===== src/common/pkt_pkg.sv =====
`default_nettype none

package pkt_pkg;

  // Width of one link beat
  localparam int DATA_WIDTH = 8;

  // Packet FIFO entries, a power of two
  localparam int FIFO_DEPTH = 32;
  localparam int FIFO_ABITS = $clog2(FIFO_DEPTH);

  // Longest accepted frame in beats, trailer included
  // Must stay below FIFO_DEPTH so a legal frame always fits after release
  localparam int MAX_FRAME_LEN = 16;

  // Frame length counter, able to reach MAX_FRAME_LEN + 1
  localparam int LEN_BITS = $clog2(MAX_FRAME_LEN + 2);

endpackage

`default_nettype wire


===== src/packet_fifo/packet_fifo.sv =====
`timescale 1ns/1ns
`default_nettype none

module packet_fifo
  import pkt_pkg::*;
(
  input  wire                   clock,
  input  wire                   reset,

  output logic [FIFO_ABITS-1:0] level_o,

  input  wire                   drop_i,
  input  wire                   save_i,
  input  wire                   redo_i,
  input  wire                   next_i,

  input  wire                   valid_i,
  output logic                  ready_o,
  input  wire                   last_i,
  input  wire  [DATA_WIDTH-1:0] data_i,

  output logic                  valid_o,
  input  wire                   ready_i,
  output logic                  last_o,
  output logic [DATA_WIDTH-1:0] data_o
);

  // Beat storage with the last marker in the top bit
  logic [DATA_WIDTH:0] mem [FIFO_DEPTH];

  // Next free slot and end of committed data
  logic [FIFO_ABITS-1:0] waddr;
  logic [FIFO_ABITS-1:0] caddr;

  // Next beat to send and start of the unreleased frame
  logic [FIFO_ABITS-1:0] raddr;
  logic [FIFO_ABITS-1:0] rplay;

  logic wready;
  logic rvalid;

  logic store;
  logic fetch;

  logic [FIFO_ABITS-1:0] waddr_inc;
  logic [FIFO_ABITS-1:0] raddr_inc;
  logic [FIFO_ABITS-1:0] waddr_nx;
  logic [FIFO_ABITS-1:0] caddr_nx;
  logic [FIFO_ABITS-1:0] raddr_nx;
  logic [FIFO_ABITS-1:0] rplay_nx;
  logic [FIFO_ABITS-1:0] wlimit_nx;

  assign ready_o = wready;
  assign valid_o = rvalid;

  assign store = valid_i && wready;
  assign fetch = rvalid && ready_i;

  assign waddr_inc = store ? waddr + 1'b1 : waddr;

  // Drop discards everything written since the last commit,
  // including a beat stored in the same cycle
  assign waddr_nx = drop_i ? caddr : waddr_inc;
  assign caddr_nx = save_i ? waddr_inc : caddr;

  always_ff @(posedge clock) begin
    if (store) begin
      mem[waddr] <= {last_i, data_i};
    end
  end

  assign raddr_inc = fetch ? raddr + 1'b1 : raddr;

  // Redo rewinds to the start of the frame still waiting for release
  assign raddr_nx = redo_i ? rplay : raddr_inc;
  assign rplay_nx = next_i ? raddr_inc : rplay;

  // Read straight from the array so a rewind never leaves a stale prefetched beat
  assign {last_o, data_o} = mem[raddr];

  // One slot stays empty, which keeps the full count inside FIFO_ABITS bits.
  // The writer is bounded by the replay pointer, not the read pointer.
  assign wlimit_nx = waddr_nx + 1'b1;

  always_ff @(posedge clock) begin
    if (reset) begin
      waddr   <= '0;
      caddr   <= '0;
      raddr   <= '0;
      rplay   <= '0;
      wready  <= 1'b0;
      rvalid  <= 1'b0;
      level_o <= '0;
    end else begin
      waddr   <= waddr_nx;
      caddr   <= caddr_nx;
      raddr   <= raddr_nx;
      rplay   <= rplay_nx;
      wready  <= wlimit_nx != rplay_nx;
      // Compared with the registered commit pointer so a new frame shows up one cycle later
      rvalid  <= raddr_nx != caddr;
      level_o <= waddr_nx - rplay_nx;
    end
  end

  // Ready is registered so this covers the cycle after the last free slot went
  assert_no_store_full : assert property (
    @(posedge clock) disable iff (reset)
    store |-> (waddr + 1'b1) != rplay
  );

  // Commit and discard come from the frame checker and must exclude each other
  assert_save_drop : assert property (
    @(posedge clock) disable iff (reset)
    !(save_i && drop_i)
  );

  // A rewind only happens while the sender holds off reading
  assert_redo_idle : assert property (
    @(posedge clock) disable iff (reset)
    redo_i |-> !fetch
  );

endmodule

`default_nettype wire


===== src/verilog/frame_check.sv =====
`timescale 1ns/1ns
`default_nettype none

module frame_check
  import pkt_pkg::*;
(
  input  wire                   clock,
  input  wire                   reset,

  input  wire                   in_valid_i,
  output logic                  in_ready_o,
  input  wire                   in_last_i,
  input  wire  [DATA_WIDTH-1:0] in_data_i,

  output logic                  wr_valid_o,
  input  wire                   wr_ready_i,
  output logic                  wr_last_o,
  output logic [DATA_WIDTH-1:0] wr_data_o,

  output logic                  save_o,
  output logic                  drop_o
);

  // Set while swallowing the rest of an oversize frame
  logic discard;

  logic [DATA_WIDTH-1:0] xor_q;
  logic [LEN_BITS-1:0]   len_q;

  logic [DATA_WIDTH-1:0] xor_nx;
  logic [LEN_BITS-1:0]   len_nx;
  logic                  over;
  logic                  accept;

  assign xor_nx = xor_q ^ in_data_i;
  assign len_nx = len_q + 1'b1;
  assign over   = len_nx > LEN_BITS'(MAX_FRAME_LEN);

  // The tail of a dropped frame is consumed regardless of FIFO space
  assign in_ready_o = discard || wr_ready_i;
  assign accept     = in_valid_i && in_ready_o;

  // Beats go straight through to the FIFO, minus oversize ones
  assign wr_valid_o = in_valid_i && !discard && !over;
  assign wr_last_o  = in_last_i;
  assign wr_data_o  = in_data_i;

  assign save_o = accept && !discard && !over && in_last_i && (xor_nx == '0);
  assign drop_o = accept && !discard && (over || (in_last_i && (xor_nx != '0)));

  always_ff @(posedge clock) begin
    if (reset) begin
      discard <= 1'b0;
      xor_q   <= '0;
      len_q   <= '0;
    end else if (accept) begin
      if (discard) begin
        discard <= !in_last_i;
      end else if (over) begin
        // Only stay in discard if more beats follow
        discard <= !in_last_i;
        xor_q   <= '0;
        len_q   <= '0;
      end else if (in_last_i) begin
        xor_q <= '0;
        len_q <= '0;
      end else begin
        xor_q <= xor_nx;
        len_q <= len_nx;
      end
    end
  end

  assert_save_drop : assert property (
    @(posedge clock) disable iff (reset)
    !(save_o && drop_o)
  );

endmodule

`default_nettype wire


===== src/verilog/frame_sender.sv =====
`timescale 1ns/1ns
`default_nettype none

module frame_sender
  import pkt_pkg::*;
(
  input  wire                   clock,
  input  wire                   reset,

  input  wire                   rd_valid_i,
  output logic                  rd_ready_o,
  input  wire                   rd_last_i,
  input  wire  [DATA_WIDTH-1:0] rd_data_i,

  output logic                  out_valid_o,
  input  wire                   out_ready_i,
  output logic                  out_last_o,
  output logic [DATA_WIDTH-1:0] out_data_o,

  input  wire                   ack_i,
  input  wire                   nak_i,

  output logic                  next_o,
  output logic                  redo_o
);

  typedef enum logic {
    state_send,
    state_wait
  } state_t;

  state_t state;

  logic sending;
  logic waiting;
  logic last_xfer;

  assign sending = state == state_send;
  assign waiting = state == state_wait;

  // Pass-through while sending, closed off while the far end decides
  assign out_valid_o = sending && rd_valid_i;
  assign rd_ready_o  = sending && out_ready_i;
  assign out_last_o  = rd_last_i;
  assign out_data_o  = rd_data_i;

  assign last_xfer = out_valid_o && out_ready_i && rd_last_i;

  // Ack wins should both arrive at once
  assign next_o = waiting && ack_i;
  assign redo_o = waiting && nak_i && !ack_i;

  always_ff @(posedge clock) begin
    if (reset) begin
      state <= state_send;
    end else begin
      case (state)
        state_send: begin
          if (last_xfer) begin
            state <= state_wait;
          end
        end
        state_wait: begin
          if (ack_i || nak_i) begin
            state <= state_send;
          end
        end
        default: begin
          state <= state_send;
        end
      endcase
    end
  end

  assert_ack_nak : assert property (
    @(posedge clock) disable iff (reset)
    waiting |-> !(ack_i && nak_i)
  );

endmodule

`default_nettype wire


===== src/verilog/pkt_link_top.sv =====
`timescale 1ns/1ns
`default_nettype none

module pkt_link_top
  import pkt_pkg::*;
(
  input  wire                   clock,
  input  wire                   reset,

  input  wire                   in_valid_i,
  output logic                  in_ready_o,
  input  wire                   in_last_i,
  input  wire  [DATA_WIDTH-1:0] in_data_i,

  output logic                  out_valid_o,
  input  wire                   out_ready_i,
  output logic                  out_last_o,
  output logic [DATA_WIDTH-1:0] out_data_o,

  input  wire                   ack_i,
  input  wire                   nak_i,

  output logic [FIFO_ABITS-1:0] level_o
);

  // Checker to FIFO write side
  logic                  wr_valid;
  logic                  wr_ready;
  logic                  wr_last;
  logic [DATA_WIDTH-1:0] wr_data;
  logic                  fifo_save;
  logic                  fifo_drop;

  // FIFO read side to sender
  logic                  rd_valid;
  logic                  rd_ready;
  logic                  rd_last;
  logic [DATA_WIDTH-1:0] rd_data;
  logic                  fifo_next;
  logic                  fifo_redo;

  frame_check frame_check_inst (
    .clock      (clock),
    .reset      (reset),
    .in_valid_i (in_valid_i),
    .in_ready_o (in_ready_o),
    .in_last_i  (in_last_i),
    .in_data_i  (in_data_i),
    .wr_valid_o (wr_valid),
    .wr_ready_i (wr_ready),
    .wr_last_o  (wr_last),
    .wr_data_o  (wr_data),
    .save_o     (fifo_save),
    .drop_o     (fifo_drop)
  );

  packet_fifo packet_fifo_inst (
    .clock   (clock),
    .reset   (reset),
    .level_o (level_o),
    .drop_i  (fifo_drop),
    .save_i  (fifo_save),
    .redo_i  (fifo_redo),
    .next_i  (fifo_next),
    .valid_i (wr_valid),
    .ready_o (wr_ready),
    .last_i  (wr_last),
    .data_i  (wr_data),
    .valid_o (rd_valid),
    .ready_i (rd_ready),
    .last_o  (rd_last),
    .data_o  (rd_data)
  );

  frame_sender frame_sender_inst (
    .clock       (clock),
    .reset       (reset),
    .rd_valid_i  (rd_valid),
    .rd_ready_o  (rd_ready),
    .rd_last_i   (rd_last),
    .rd_data_i   (rd_data),
    .out_valid_o (out_valid_o),
    .out_ready_i (out_ready_i),
    .out_last_o  (out_last_o),
    .out_data_o  (out_data_o),
    .ack_i       (ack_i),
    .nak_i       (nak_i),
    .next_o      (fifo_next),
    .redo_o      (fifo_redo)
  );

endmodule

`default_nettype wire


===== config.mk =====
export PLATFORM = sky130hd
export DESIGN_NAME = pkt_link_top
export DESIGN_NICKNAME = d
export VERILOG_FILES = /design/src/common/pkt_pkg.sv /design/src/packet_fifo/packet_fifo.sv /design/src/verilog/frame_check.sv /design/src/verilog/frame_sender.sv /design/src/verilog/pkt_link_top.sv
export SDC_FILE = /design/constraint.sdc
export NUM_CORES = 1
export LEC_CHECK = 0
export BUFFER_PORTS_ARGS = -buffer_cell sky130_fd_sc_hd__buf_2
export CAP_MARGIN = 5
export CORE_MARGIN = 2
export CORE_UTILIZATION = 65
export CTS_BUF_LIST = sky130_fd_sc_hd__clkbuf_2 sky130_fd_sc_hd__clkbuf_4 sky130_fd_sc_hd__clkbuf_8
export DETAILED_ROUTE_END_ITERATION = 8
export MAX_ROUTING_LAYER = met4
export PLACE_DENSITY = 0.93
export SLEW_MARGIN = 20
export SYNTH_ARGS = -nofsm -noshare
export SYNTH_HDL_FRONTEND = slang
export SYNTH_SLANG_ARGS = --single-unit

===== constraint.sdc =====
create_clock -name clock -period 3.3 [get_ports clock]
set_input_delay 0 -clock clock [delete_from_list [all_inputs] [get_ports clock]]
set_output_delay 0 -clock clock [all_outputs]
set_load 0.01 [all_outputs]

==> results of run 1 <==
synth_stat cells, drive strengths merged, types with 2 or more instances:
cell,n
a21o,2
a21oi,25
a221oi,2
a31oi,6
and3b,2
and4b,2
buf,15
clkbuf,22
dfxtp,42
edfxtp,288
ha,10
inv,9
mux2,9
mux2i,6
mux4,90
nand2,34
nand2b,3
nand3,6
nand3b,13
nand4,4
nor2,77
nor2b,6
nor3,2
nor4,3
o2111ai,2
o211ai,2
o21ai,20
o22ai,2
or2,2
or3,5
or3b,3
xnor2,9
xor2,17
report_power, final:
part,total [mW],switching [mW],internal (mW)
Sequential,4.58,0.0213,4.56
Clock,3.28,1.50,1.77
Combinational,0.288,0.195,0.0932
layout by cell type (no fill, tap or decap), types with 17 or more instances in the layout:
cell / count
a21oi_1: 25
buf_2: 30
buf_4: 62
clkbuf_8: 50
clkinv_1: 17
dfxtp_1: 39
edfxtp_1: 288
mux4_2: 90
nand2_1: 33
nor2_1: 77
o21ai_0: 19
xor2_1: 17
routing by layer:
metal / GRT usage (%) / share of wire (%) / wire (microns) / up-vias
li1: - / - / - / 3243
met1: 43.48 / 35 / 11900 / 4025
met2: 52.80 / 50 / 17150 / 639
met3: 6.902 / 11 / 3891 / 96
met4: 11.10 / 3.7 / 1278 / 0
met5: - / 0 / 0 / -
kinds of logic after synthesis:
| group | synth area share [%] |
|---|---|
| DFF | 70.35 |
| muxes | 16.22 |
| adders and majority gates | 1.076 |
| buffers and inverters | 1.410 |
| xor gates and xnor gates | 1.744 |
| and+or+nand+nor | 6.048 |
| AOI/OAI and AO/OA | 3.154 |
stage by stage:
step	instances	area (sq um)
finish	1178	15380
global placement	1071	14260
CTS	1166	15280
global route	1177	15380
floorplan	754	13490
detailed placement	1071	14260
layout make-up:
cell class / count / area share (%)
tap: 270 / 2.197
timing repair buffer: 100 / 4.654
clock inverter: 28 / 1.285
inverter: 9 / 0.2197
sequential: 330 / 61.74
clock buffer: 61 / 5.012
multi-input combinational: 378 / 24.86
antenna: 2 / 0.03254
sequential cells by signal (all words and copies together), names as in the netlist:
name	flops
packet_fifo_inst.valid_o	1
packet_fifo_inst.raddr	5
packet_fifo_inst.mem	288
packet_fifo_inst.waddr	5
frame_check_inst.len_q	5
packet_fifo_inst.rplay	5
packet_fifo_inst.ready_o	1
frame_check_inst.discard	1
packet_fifo_inst.level_o	5
packet_fifo_inst.caddr	5
frame_sender_inst.state	1
frame_check_inst.xor_q	8
worst paths after layout:
path | from | end | slack [ns] | cells past startpoint
hold reg to reg | frame_check_inst.xor_q[4]$_SDFFE_PP0P_ | frame_check_inst.xor_q[4]$_SDFFE_PP0P_ | 0.49 | 2
setup / recovery | frame_check_inst.len_q[0]$_SDFFE_PP0P_ | packet_fifo_inst.ready_o$_SDFF_PP0_ | 0.13 | 13
setup reg to reg | frame_check_inst.len_q[0]$_SDFFE_PP0P_ | packet_fifo_inst.ready_o$_SDFF_PP0_ | 0.13 | 13
hold / removal | in_data_i[0] | packet_fifo_inst.mem[31][0]$_DFFE_PP_ | 0.04 | 2
timing repair:
item,CTS,global route
hold buffers,6,0
setup endpoints to repair,0,4
hold endpoints to repair,35,0
resized for setup,0,5
setup buffers,0,10
==> impl_metrics.env, run 1 <==
export IMPL_status="finished clean"
export IMPL_die_w_microns=148.1
export IMPL_ys_seq_area_share_pct=70.35
export IMPL_ys_seq_elements=330
export IMPL_hold_violations=0
export IMPL_synth_edff_count=288
export IMPL_dieArea_sq_mm=0.02192
export IMPL_fin_total_pwr_mw=8.144
export IMPL_gr_usage_all_layers_pct=33.04
export IMPL_cp_end_kind="flop"
export IMPL_vias=8003
export IMPL_syn_area_sq_mm=0.01349
export IMPL_syn2layout_area_growth_pct=14.01
export IMPL_ir_drop_uv=282.8
export IMPL_synthTopCellsByArea="edfxtp_1, mux4_2, dfxtp_1"
export IMPL_port_buffers=30
export IMPL_slew_violations=0
export IMPL_cpMaxStageDelayCell="a221o_1"
export IMPL_utilization_pct=75.76
export IMPL_place_ws_ns=0.1308
export IMPL_post_route_drc_count=0
export IMPL_antenna_found_initial=1
export IMPL_clockBufferDepth=3
export IMPL_rows=52
export IMPL_start_kind="flop"
export IMPL_min_period_over_period_pct=95.96
export IMPL_first_iter_violations=1229
export IMPL_core_area_sq_mm=0.02030
export IMPL_tightest_slew_ns=0.8567
export IMPL_die_y_microns=148.1
export IMPL_synth_top_area_cell="edfxtp_1"
export IMPL_power_density_mw_per_mm2=529.6
export IMPL_syn_avg_cell_area_sq_um=17.89
export IMPL_report_final_setup_viol=0
export IMPL_cpPeakStageDelay_ns=0.39
export IMPL_p_leak_nw=5.076
export IMPL_cp_data_required_time_ns=3.70
export IMPL_maxCapViolCount=0
export IMPL_critPathBufInv=1
export IMPL_io_pins=31
export IMPL_dp_hpwl_microns=21920
export IMPL_synth_distinct_cells=54
export IMPL_fillers=1045
export IMPL_grt_overflow_total=0
export IMPL_ys_flop_type="edfxtp_1"
export IMPL_fmax_mhz=315.8
export IMPL_clkTransAtPathRegs_ns=0.07
export IMPL_ys_warn_count=0
export IMPL_drt_pass1_iter_count=7
export IMPL_post_route_min_period_ns=3.167
export IMPL_crit_chain="ha_1 -> and4b_4 -> a221o_1 -> or3_1 -> a31oi_1 -> a211o_1 -> inv_1 -> ha_1 -> nor2b_1 -> o21ai_1 -> o2111ai_1 -> o41ai_2 -> a31oi_1"
export IMPL_hold_class="in -> reg"
export IMPL_synth_fp_nets=780
export IMPL_regArea_sq_mm=0.009495
export IMPL_wire_per_inst_microns=29.04
export IMPL_synthCells=754
export IMPL_critPathArrivalTime_ns=3.56
export IMPL_tritoncts="built"
export IMPL_setup_ws_ns=0.1333
export IMPL_relSlewSlack_pct=42.67
export IMPL_cts_max_level=2
export IMPL_vias_per_cell=6.794
export IMPL_cts_root_buffer_cell="clkbuf_8"
export IMPL_antenna_left=0
export IMPL_path_class="reg -> reg"
export IMPL_drive_gt1_share_pct=31.35
export IMPL_synthArstFlopShare_pct=0
export IMPL_multi_input_area_sq_mm=0.003822
export IMPL_hold_ws_ns=0.03685
export IMPL_clock_latency_ns=0.57
export IMPL_grt_pass1_wl_microns=50350
export IMPL_wirelength_microns=34210
export IMPL_fin_tns_setup_ns=0
export IMPL_yosys_area_top_type_share_pct=64.11
export IMPL_grt_start_max_net_pins=75
export IMPL_cp_max_fo=6
export IMPL_cts_buffers=49
export IMPL_cts_sinks=330
export IMPL_place_congestion=0.8919
export IMPL_crit_family="compound AO/OA/AOI/OAI gates"
export IMPL_finalClockSkew_ns=0.02363
export IMPL_initial_utilization_pct=66.45
export IMPL_grt_pass1_vias=7894
export IMPL_nNetsFinal=894
No activity file was read; power rests on OpenSTA's default activity.
==> inputs of run 2 (changes only) <==
- CORE_UTILIZATION: 65 -> 58
- GPL_TIMING_DRIVEN: default -> 0
- PLACE_DENSITY: 0.93 -> 0.89
- clock period: 3.3 -> 2.6 ns (I/O delays scaled with it)
==> run 2 against run 1 <==
The flow now finishes with violations (negative setup slack). Worst hold slack worse by 0.0050 ns. Total power grew 31%. Clock power up 33%. First-iteration DRC count is 1.5% lower. Final cell count increased by 3.3%. Critical path depth decreased by 6. Utilization fell by 3.5 points. Non-clock buffer count up 27. Sequential cell count did not move. Via count is 1.5% higher. Largest cell class unchanged.
==> impl_metrics.env, run 2 (synthesized netlist as in run 1, its figures left out) <==
export IMPL_status="finished with violations"
export IMPL_violations="negative setup slack"
export IMPL_core_area_sq_mm=0.02271
export IMPL_dp_hpwl_microns=18490
export IMPL_dieArea_sq_mm=0.02449
export IMPL_hold_ws_ns=0.03187
export IMPL_critPathArrivalTime_ns=2.95
export IMPL_report_final_setup_viol=89
export IMPL_antenna_left=0
export IMPL_setup_ws_ns=-0.3524
export IMPL_cts_buffers=51
export IMPL_r2r_slack_ns=-0.34
export IMPL_rsz0062_at_grt="yes"
export IMPL_reg2reg_depth=8
export IMPL_path_class="reg -> out"
export IMPL_tightest_slew_ns=1.055
export IMPL_wirelength_microns=37340
export IMPL_hold_start="in_data_i[4]"
export IMPL_timing_rr_start="packet_fifo_inst.waddr[2]$_SDFF_PP0_"
export IMPL_layout_commonest_cell="edfxtp_1"
export IMPL_grt_pass1_vias=8016
export IMPL_syn2layout_area_growth_pct=21.69
export IMPL_cts_max_level=2
export IMPL_cp_data_required_time_ns=2.60
export IMPL_antenna_found_initial=0
export IMPL_min_path_cells=1
export IMPL_drive_gt1_share_pct=36.52
export IMPL_netSwitchingPower_mw=2.430
export IMPL_die_y_microns=156.5
export IMPL_clock_latency_ns=0.61
export IMPL_tritoncts="built"
export IMPL_maxCapViolCount=0
export IMPL_io_pins=31
export IMPL_top_register="packet_fifo_inst.mem"
export IMPL_rows=55
export IMPL_min_to="packet_fifo_inst.mem[22][4]$_DFFE_PP_"
export IMPL_largestRegisters="packet_fifo_inst.mem (288), frame_check_inst.xor_q (8)"
export IMPL_p_comb_share_pct=4.4
export IMPL_nNetsFinal=923
export IMPL_p_int_mw=8.199
export IMPL_first_iter_violations=1210
export IMPL_port_buffers=29
export IMPL_clockBufferDepth=3
export IMPL_slew_violations=0
export IMPL_initial_utilization_pct=59.40
export IMPL_ir_drop_uv=478.8
export IMPL_p_leak_nw=5.337
export IMPL_vias=8122
export IMPL_grt_start_max_net_pins=36
export IMPL_post_dp_cell_area_sq_mm=0.01402
export IMPL_cp_max_fo=5
export IMPL_start_kind="flop"
export IMPL_cts_root_buffer_cell="clkbuf_8"
export IMPL_fin_area_sq_mm=0.01641
export IMPL_grt_pass1_wl_microns=52100
export IMPL_vias_per_cell=6.674
export IMPL_place_congestion=0.8964
export IMPL_layout_cells_most_common_list="edfxtp_1, mux4_2, clkbuf_8, nor2_1, dfxtp_1"
export IMPL_min_period_over_period_pct=113.6
export IMPL_finalClockSkew_ns=0.03461
export IMPL_fillers=1241
export IMPL_post_route_drc_count=0
export IMPL_grt_overflow_total=0
export IMPL_p_seq_share_pct=54.6
export IMPL_power_density_mw_per_mm2=647.6
export IMPL_relSlewSlack_pct=29.41
export IMPL_fmax_mhz=338.7
export IMPL_cp_end_kind="output port"
export IMPL_gr_usage_all_layers_pct=30.82
export IMPL_rr_endpoint="packet_fifo_inst.ready_o$_SDFF_PP0_"
export IMPL_post_route_min_period_ns=2.952
export IMPL_wire_per_inst_microns=30.68
export IMPL_drt_pass1_iter_count=5
export IMPL_clkTransAtPathRegs_ns=0.08
export IMPL_hold_class="in -> reg"
export IMPL_die_w_microns=156.5
export IMPL_largest_reg_flops=288
export IMPL_cts_sinks=330
export IMPL_p_clk_share_pct=41.0
export IMPL_sw_frac_of_total_pct=22.87
export IMPL_hold_violations=0
-- run 2: cell types whose count changed in the layout (fill, tap and decap cells not counted), moves of 8 or more --
cell and change:
buf_12 +19, buf_4 -40, buf_6 +12, clkbuf_1 +12
clkbuf_4 +8, clkbuf_8 +12, clkinv_1 -11, dlygate4sd3_1 +10
mux2_2 -9, mux2_4 +9, nor2_1 -32, nor2_4 +30
-- run 2: worst max-delay path by stage --
stage / start / endpoint
after floorplan: frame_check_inst.len_q[0]$_SDFFE_PP0P_ / packet_fifo_inst.level_o[4]$_SDFF_PP0_
after global placement: in_data_i[5] / packet_fifo_inst.level_o[4]$_SDFF_PP0_
after detailed placement: in_data_i[5] / packet_fifo_inst.level_o[4]$_SDFF_PP0_
after CTS: frame_check_inst.len_q[1]$_SDFFE_PP0P_ / packet_fifo_inst.level_o[4]$_SDFF_PP0_
after global routing: frame_check_inst.len_q[0]$_SDFFE_PP0P_ / packet_fifo_inst.level_o[4]$_SDFF_PP0_
final: packet_fifo_inst.raddr[0]$_SDFF_PP0_ / out_data_o[6]
-- run 2: critical path, cell delays in order, from the launching register on --
cell and delay [ns]:
dfxtp_4 0.45, buf_12 0.17, buf_12 0.13, buf_16 0.13, mux4_2 0.50, mux4_2 0.53
mux2_4 0.32, buf_6 0.13
-- run 2: what timing repair did --
action                                  CTS  global route
endpoints found under the setup margin  303           305
gates resized for setup                 144            38
setup buffers                            22            14
hold buffers                             20             0
hold endpoints to repair                166             0
pin swaps                                11            19
cloned                                    5             1
-- run 2: layout make-up --
type,count,area (sq um),area share (%)
Inverter,9,33.78,0.2058
Sequential cell,330,9502,57.89
Antenna cell,1,2.502,0.01525
Clock inverter,13,80.08,0.4878
Timing Repair Buffer,90,994.7,6.060
Clock buffer,74,912.1,5.557
Tap cell,285,356.6,2.172
Multi-Input combinational cell,378,4184,25.49
Buffer,37,349.1,2.127
-- run 2: power groups by stage --
stage | sequential, mW | clock, mW | combinational (mW)
after global routing | 5.80 | 4.57 | 0.490
after global placement | 5.92 | 0 | 0.315
after CTS | 5.80 | 4.25 | 0.415
final | 5.80 | 4.36 | 0.466
after floorplan | 5.92 | 0 | 0.172
after detailed placement | 5.92 | 0 | 0.329
-- run 2: stage by stage --
stage                     std cells  setup TNS (ns)  power, mW  utilization [%]  setup WS, ns
after floorplan                 754         -0.3227      6.089                -       -0.2052
after global placement         1068          -53.11      6.230            61.74       -0.5510
after detailed placement       1068          -72.30      6.247            61.74       -0.6510
after CTS                      1202          -30.69      10.47            70.59       -0.3489
after global routing           1216          -21.14      10.86            72.27       -0.4932
final                          1217          -8.034      10.63            72.28       -0.3524
-- run 2: per-layer routing --
metal  GRT usage (%)  part of all wire [%]  vias up
met5               -                     0        -
met4           9.087                   3.8        0
met3           4.680                    10       93
met2           50.22                    51      579
met1           41.09                    36     4148
li1                -                     -     3302
